==> src/hdl/board_pkg.sv <==
`default_nettype none

package board_pkg;

    //////////////////////////////
    // Board resources
    //////////////////////////////

    // Slide switches on the board
    localparam int unsigned NUM_I = 4;

    // User LEDs driven by the design
    localparam int unsigned NUM_O = 4;

    // Header pins in use, counted from ck_io[0]
    localparam int unsigned NUM_IO = 5;

    // Full width of the shield header bus
    localparam int unsigned CK_IO_WIDTH = 42;

    //////////////////////////////
    // Reset
    //////////////////////////////

    // Flops between the reset button and rst_n
    localparam int unsigned RST_SYNC_STAGES = 4;

endpackage

`default_nettype wire

==> src/hdl/gpio_pkg.sv <==
`default_nettype none

package gpio_pkg;

    //////////////////////////////
    // Input capture
    //////////////////////////////

    // Flops per input synchronizer
    localparam int unsigned IN_SYNC_STAGES = 2;

    // Bits per rising-edge counter, wraps at the top
    localparam int unsigned COUNT_WIDTH = 8;

    //////////////////////////////
    // Switch word layout
    //////////////////////////////

    // High selects count view, low selects direct view
    localparam int unsigned SW_VIEW_BIT = 3;

    // Pin select field in the low switches
    localparam int unsigned SW_SEL_WIDTH = 3;

    //////////////////////////////
    // Output pattern
    //////////////////////////////

    // Clock cycles spent on each walking-one position
    localparam int unsigned STEP_CYCLES_DEFAULT = 16;

endpackage

`default_nettype wire

==> src/hdl/pin_monitor.sv <==
`timescale 1ns/1ps
`default_nettype none

module pin_monitor #(
    parameter int unsigned NUM_IO      = board_pkg::NUM_IO,
    parameter int unsigned COUNT_WIDTH = gpio_pkg::COUNT_WIDTH
) (
    input  logic                          clk,
    input  logic                          rst_n,
    // Raw header levels, asynchronous to clk
    input  logic [NUM_IO-1:0]             p_i,
    output logic [NUM_IO-1:0]             pin_level,
    // Pin 0 counter in the low bits
    output logic [NUM_IO*COUNT_WIDTH-1:0] edge_count
);

    import gpio_pkg::*;

    // Synchronizer stages, index 0 samples the pins
    logic [IN_SYNC_STAGES-1:0][NUM_IO-1:0] sync_q;
    // Level one cycle behind pin_level
    logic [NUM_IO-1:0]                     level_q;
    // One bit per pin that just went high
    logic [NUM_IO-1:0]                     rise;
    // One counter per pin
    logic [NUM_IO-1:0][COUNT_WIDTH-1:0]    count_q;

    //////////////////////////////
    // Input synchronizers
    //////////////////////////////

    always_ff @(posedge clk or negedge rst_n) begin
        if (!rst_n) begin
            sync_q <= '0;
        end else begin
            sync_q <= {sync_q[IN_SYNC_STAGES-2:0], p_i};
        end
    end

    assign pin_level = sync_q[IN_SYNC_STAGES-1];

    //////////////////////////////
    // Rising edge detect
    //////////////////////////////

    // Reset low so a pin held high after reset counts once
    always_ff @(posedge clk or negedge rst_n) begin
        if (!rst_n) begin
            level_q <= '0;
        end else begin
            level_q <= pin_level;
        end
    end

    assign rise = pin_level & ~level_q;

    //////////////////////////////
    // Edge counters
    //////////////////////////////

    // Independent per pin
    // Several pins may step in the same cycle
    always_ff @(posedge clk or negedge rst_n) begin
        if (!rst_n) begin
            count_q <= '0;
        end else begin
            for (int i = 0; i < NUM_IO; i++) begin
                // Natural wrap from all ones to zero
                if (rise[i]) begin
                    count_q[i] <= count_q[i] + COUNT_WIDTH'(1);
                end
            end
        end
    end

    // Flatten, pin 0 lowest
    assign edge_count = count_q;

endmodule

`default_nettype wire

==> src/hdl/led_view.sv <==
`timescale 1ns/1ps
`default_nettype none

module led_view #(
    parameter int unsigned NUM_I       = board_pkg::NUM_I,
    parameter int unsigned NUM_O       = board_pkg::NUM_O,
    parameter int unsigned NUM_IO      = board_pkg::NUM_IO,
    parameter int unsigned COUNT_WIDTH = gpio_pkg::COUNT_WIDTH
) (
    input  logic                          clk,
    input  logic                          rst_n,
    // Switches, asynchronous to clk
    input  logic [NUM_I-1:0]              gpi,
    input  logic [NUM_IO-1:0]             pin_level,
    input  logic [NUM_IO*COUNT_WIDTH-1:0] edge_count,
    output logic [NUM_O-1:0]              gpo
);

    import gpio_pkg::*;

    // Switch synchronizer stages
    logic [IN_SYNC_STAGES-1:0][NUM_I-1:0] sw_q;
    // Synchronized switch word
    logic [NUM_I-1:0]                     sw_sync;
    // Pin select field
    logic [SW_SEL_WIDTH-1:0]              sel;
    // Counters viewed per pin
    logic [NUM_IO-1:0][COUNT_WIDTH-1:0]   count_arr;
    // Next LED value
    logic [NUM_O-1:0]                     view_d;

    //////////////////////////////
    // Switch synchronizer
    //////////////////////////////

    always_ff @(posedge clk or negedge rst_n) begin
        if (!rst_n) begin
            sw_q <= '0;
        end else begin
            sw_q <= {sw_q[IN_SYNC_STAGES-2:0], gpi};
        end
    end

    assign sw_sync   = sw_q[IN_SYNC_STAGES-1];
    assign sel       = sw_sync[SW_SEL_WIDTH-1:0];
    assign count_arr = edge_count;

    //////////////////////////////
    // View select
    //////////////////////////////

    always_comb begin
        view_d = '0;
        if (sw_sync[SW_VIEW_BIT]) begin
            // Count view, low bits of the chosen counter
            // Selects past the last pin stay zero
            if (sel < NUM_IO) begin
                view_d = count_arr[sel][NUM_O-1:0];
            end
        end else begin
            // Direct view of the low pins
            view_d = pin_level[NUM_O-1:0];
        end
    end

    // Registered LED drive
    always_ff @(posedge clk or negedge rst_n) begin
        if (!rst_n) begin
            gpo <= '0;
        end else begin
            gpo <= view_d;
        end
    end

endmodule

`default_nettype wire

==> src/hdl/pattern_gen.sv <==
`timescale 1ns/1ps
`default_nettype none

module pattern_gen #(
    parameter int unsigned NUM_IO      = board_pkg::NUM_IO,
    parameter int unsigned STEP_CYCLES = gpio_pkg::STEP_CYCLES_DEFAULT
) (
    input  logic              clk,
    input  logic              rst_n,
    // One-hot header drive
    output logic [NUM_IO-1:0] p_o
);

    // Step counter width, at least one bit
    localparam int unsigned STEP_W = (STEP_CYCLES > 1) ? $clog2(STEP_CYCLES) : 1;

    // Cycles spent on the current position
    logic [STEP_W-1:0] step_q;
    // Last cycle of a step
    logic              step_done;
    // Walking-one register
    logic [NUM_IO-1:0] onehot_q;

    //////////////////////////////
    // Step timer
    //////////////////////////////

    assign step_done = (step_q == STEP_W'(STEP_CYCLES - 1));

    always_ff @(posedge clk or negedge rst_n) begin
        if (!rst_n) begin
            step_q <= '0;
        end else if (step_done) begin
            step_q <= '0;
        end else begin
            step_q <= step_q + STEP_W'(1);
        end
    end

    //////////////////////////////
    // Walking one
    //////////////////////////////

    // Starts on pin 0, moves up, top pin wraps to pin 0
    always_ff @(posedge clk or negedge rst_n) begin
        if (!rst_n) begin
            onehot_q <= NUM_IO'(1);
        end else if (step_done) begin
            onehot_q <= {onehot_q[NUM_IO-2:0], onehot_q[NUM_IO-1]};
        end
    end

    assign p_o = onehot_q;

endmodule

`default_nettype wire

==> src/hdl/synthesis_optimization_top.sv <==
`timescale 1ns/1ps
`default_nettype none

module synthesis_optimization_top #(
    parameter int unsigned NUM_I       = board_pkg::NUM_I,
    parameter int unsigned NUM_O       = board_pkg::NUM_O,
    parameter int unsigned NUM_IO      = board_pkg::NUM_IO,
    parameter int unsigned STEP_CYCLES = gpio_pkg::STEP_CYCLES_DEFAULT
) (
    input  logic              clk,
    input  logic              rst_n,
    // Switches and LEDs
    input  logic [NUM_I-1:0]  gpi,
    output logic [NUM_O-1:0]  gpo,
    // Header pins, read and drive sides
    input  logic [NUM_IO-1:0] p_i,
    output logic [NUM_IO-1:0] p_o
);

    import gpio_pkg::*;

    // Monitor to LED view
    logic [NUM_IO-1:0]             pin_level;
    logic [NUM_IO*COUNT_WIDTH-1:0] edge_count;

    //////////////////////////////
    // Input side
    //////////////////////////////

    pin_monitor #(
        .NUM_IO      (NUM_IO),
        .COUNT_WIDTH (COUNT_WIDTH)
    ) u_pin_monitor (
        .clk        (clk),
        .rst_n      (rst_n),
        .p_i        (p_i),
        .pin_level  (pin_level),
        .edge_count (edge_count)
    );

    //////////////////////////////
    // LED side
    //////////////////////////////

    led_view #(
        .NUM_I       (NUM_I),
        .NUM_O       (NUM_O),
        .NUM_IO      (NUM_IO),
        .COUNT_WIDTH (COUNT_WIDTH)
    ) u_led_view (
        .clk        (clk),
        .rst_n      (rst_n),
        .gpi        (gpi),
        .pin_level  (pin_level),
        .edge_count (edge_count),
        .gpo        (gpo)
    );

    //////////////////////////////
    // Output side
    //////////////////////////////

    // Free running, gated at the board pins
    pattern_gen #(
        .NUM_IO      (NUM_IO),
        .STEP_CYCLES (STEP_CYCLES)
    ) u_pattern_gen (
        .clk   (clk),
        .rst_n (rst_n),
        .p_o   (p_o)
    );

endmodule

`default_nettype wire

==> config.mk <==
export PLATFORM = sky130hd
export DESIGN_NAME = synthesis_optimization_top
export DESIGN_NICKNAME = d
export VERILOG_FILES = /design/src/hdl/board_pkg.sv /design/src/hdl/gpio_pkg.sv /design/src/hdl/pin_monitor.sv /design/src/hdl/led_view.sv /design/src/hdl/pattern_gen.sv /design/src/hdl/synthesis_optimization_top.sv
export SDC_FILE = /design/constraint.sdc
export NUM_CORES = 1
export LEC_CHECK = 0
export CORE_ASPECT_RATIO = 1.1
export CORE_UTILIZATION = 55
export DETAILED_ROUTE_END_ITERATION = 16
export DONT_BUFFER_PORTS = 1
export GPL_TIMING_DRIVEN = 0
export PLACE_DENSITY = 0.78
export SLEW_MARGIN = 20
export SYNTH_ARGS = -nofsm -noshare
export SYNTH_HDL_FRONTEND = slang
export SYNTH_SLANG_ARGS = --single-unit
==> constraint.sdc <==
create_clock -name clk -period 2.7 [get_ports clk]
set_clock_uncertainty 0.15 [all_clocks]
set_input_delay 0.27 -clock clk [delete_from_list [all_inputs] [get_ports clk]]
set_output_delay 0.27 -clock clk [all_outputs]
set_load 0.005 [all_outputs]
==> impl_metrics.csv <==
group,metric,value,unit
clock_tree,clkLatencyLatePin,0.37,ns
global_route,grt_pass1_wl,4900,µm
synth,synth_warnings,0,
route,met3_length,70,µm
timing,fin_tns_setup,0,ns
clock_tree,ctsRootBufferMaster,"clkbuf_4",
synth,synth-edff-count,0,
pwr,finalPower,1.96,mW
synth,synth-seq-cells,56,
route,wire_per_inst,14.7,µm
final_layout,nFillCells,255,
route,wl_met2,1470,µm
clock_tree,cts_buffers,5,
final_layout,area_delta_synth_final,12.9,%
timing,worstMarginPinSlew,0.340,ns
floorplanning,rows,22,
synth,synth_ff_type,"dfrtp_1",
route,dr.pass1.iters,4,
timing,fin_crit,1.54,ns
route,via_per_inst,5.35,
pwr,powerDensity,847,mW/mm²
floorplanning,die_area,0.00398,mm²
clock_tree,clk_pin_slew_worst_paths,0.15,ns
timing,slew_headroom,77.3,%
synth,yosys.area.top_type_share,67.1,%
setup_path,cp_max_fo,5,
timing,setup_violations,0,
timing,finalCritPeriodShare,57.0,%
synth,synth.most_common_cell,"dfrtp_1",
global_route,grt_max_degree,57,
placed_design,post_dp_cell_area,0.00211,mm²
global_route,grt_pass1_vias,1089,
global_route,track_usage,17.7,%
setup_path,cp.required,2.81,ns
synth,yosys.area.top_type,"dfrtp_1",
global_route,antenna_found_initial,0,
floorplanning,ios,20,
setup_path,rr_worst_depth,3,
route,routed_wl,2920,µm
setup_path,cp-start-kind,"flop",
global_route,grt_overflow,0,
floorplanning,design.core.area,0.00344,mm²
timing,rsz0062_at_grt,"false",
route,ant_nets,0,
pwr,vdd_drop_max,0.553,mV
placed_design,hpwl,2020,µm
status,status,"completed",
synth,yosysUniqueCellTypes,22,
floorplanning,die_height,66.0,µm
setup_path,critical_path_class,"flop to flop",
clock_tree,cts_buffer_depth,2,
timing,fmax,0.650,GHz
synth,synth.area.top_cells,"dfrtp_1 (67%), mux2_2 (5.5%), xnor2_1 (4.3%)",
clock_tree,h-tree-depth,2,
setup_path,crit_arrival,1.65,ns
route,vias,1060,
hold_path,hp-class,"flop to flop",
route,top_layer,"met4",
placed_design,gp_congestion,0.704,
route,wl_met1,1340,µm
final_layout,insertedDiodeCount,0,
pwr,p_leak,1.04,nW
hold_path,hold_path_depth,0,
floorplanning,die_x,60.2,µm
placed_design,port_buffers,0,
final_layout,multi_input_area,629,µm²
synth,yosys-top-cells-count,"dfrtp_1 (55), mux2_2 (10), xnor2_1 (10)",
final_layout,fin_nets,166,
job,maxCapViolCount,0,
setup_path,cp-end-kind,"flop",
synth,yosysSeqAreaShare,68.4,%
final_layout,fin_util,67.3,%
synth,syn_avg_cell_area,15.7,µm²
synth,synth-async-reset-ratio,100,%
final_layout,design_area,0.00231,mm²
final_layout,seqCellArea,0.00140,mm²
route,remaining_drc_errors,0,
floorplanning,start_util,59.6,%
synth,netlist_area,0.00205,mm²
synth,synth_nets,148,
clock_tree,cts_tree,"done",
synth,post_synth_inst_count,131,
timing,hold_violations,0,
final_layout,drive_gt1_share,15.3,%
route,initialDrtViolationCount,45,
timing,slew_violations,0,
clock_tree,clkSinkCount,56,
## metrics by stage
step	std cells	hold slack, ns	worst slack, ns
floorplan	131	-0.176	1.28
global route	198	0.227	1.13
CTS	198	0.218	1.16
global placement	179	-0.174	1.24
detailed placement	179	-0.174	1.18
finish	198	0.216	1.16
## worst max-delay path: stages, from the launching register on
cell	delay, ns
dfrtp_1	0.43
ha_1	0.26
nand3_1	0.23
mux2_2	0.37
## flip-flops by register name, indices dropped and copies added (netlist names)
register and cells:
u_pattern_gen.step_q 4, u_led_view.sw_sync 4, u_pattern_gen.p_o 5, u_pin_monitor.sync_q 5
u_pin_monitor.pin_level 5, u_pin_monitor.level_q 5, u_pin_monitor.edge_count 20, u_led_view.sw_q 4
u_led_view.gpo 4
## kinds of logic after synthesis
family,Yosys count,synth area share [%]
flops,56,68.4
simple gates,20,6.53
mux,18,9.40
xor+xnor,16,6.83
compound gates,12,4.27
fa+ha+maj,6,3.66
buf+inv,3,0.915
## metal layers
| metal | vias up | global-route usage [%] |
|---|---|---|
| met5 | - | 0 |
| met4 | 0 | 6.98 |
| met3 | 5 | 5.87 |
| met2 | 16 | 27.2 |
| met1 | 543 | 23.1 |
| li1 | 496 | - |
## final cells by class
type / instances / share of cell area [%]
Tap cell: 48 / 2.59
Clock inverter: 2 / 1.51
Inverter: 2 / 0.324
Multi-Input combinational cell: 72 / 27.2
Clock buffer: 6 / 1.78
Buffer: 1 / 0.486
Sequential cell: 56 / 60.6
Timing Repair Buffer: 11 / 5.51
## worst paths after layout
path	from	to	slack, ns
max reg2reg	u_pattern_gen.step_q[0]	u_pattern_gen.p_o[2]	1.16
max	u_pattern_gen.step_q[0]	u_pattern_gen.p_o[2]	1.16
max in group asynchronous	rst_n	u_pattern_gen.p_o[0]	1.87
min reg2reg	u_led_view.sw_q[0]	u_led_view.sw_sync[0]	0.22
min in group asynchronous	rst_n	u_led_view.gpo[2]	0.25
min	u_led_view.sw_q[0]	u_led_view.sw_sync[0]	0.22
## power breakdown
part           switching, mW  total (mW)  internal (mW)
Combinational          0.133       0.336          0.203
Sequential             0.172        1.19           1.02
Clock                  0.235       0.430          0.195
Total                  0.541        1.96           1.42
## cell usage in the layout, fill, tap and decap left out, drive strengths merged, types with 2 or more instances in the layout
master       count
xor2             6
o22ai            4
ha               6
dlygate4sd3     10
inv              2
dfrtp           55
buf              2
xnor2           10
mux2i            8
nand4            5
nand2            5
nor2b            5
nand3            2
clkbuf           6
a221o            4
o21ai            2
mux2            10
## repair_timing
action,CTS,global route
resized for setup,0,0
hold buffers,11,0
setup buffers,0,0
hold endpoints to repair,65,0
Note: power is estimated with default switching activity, not from simulation.
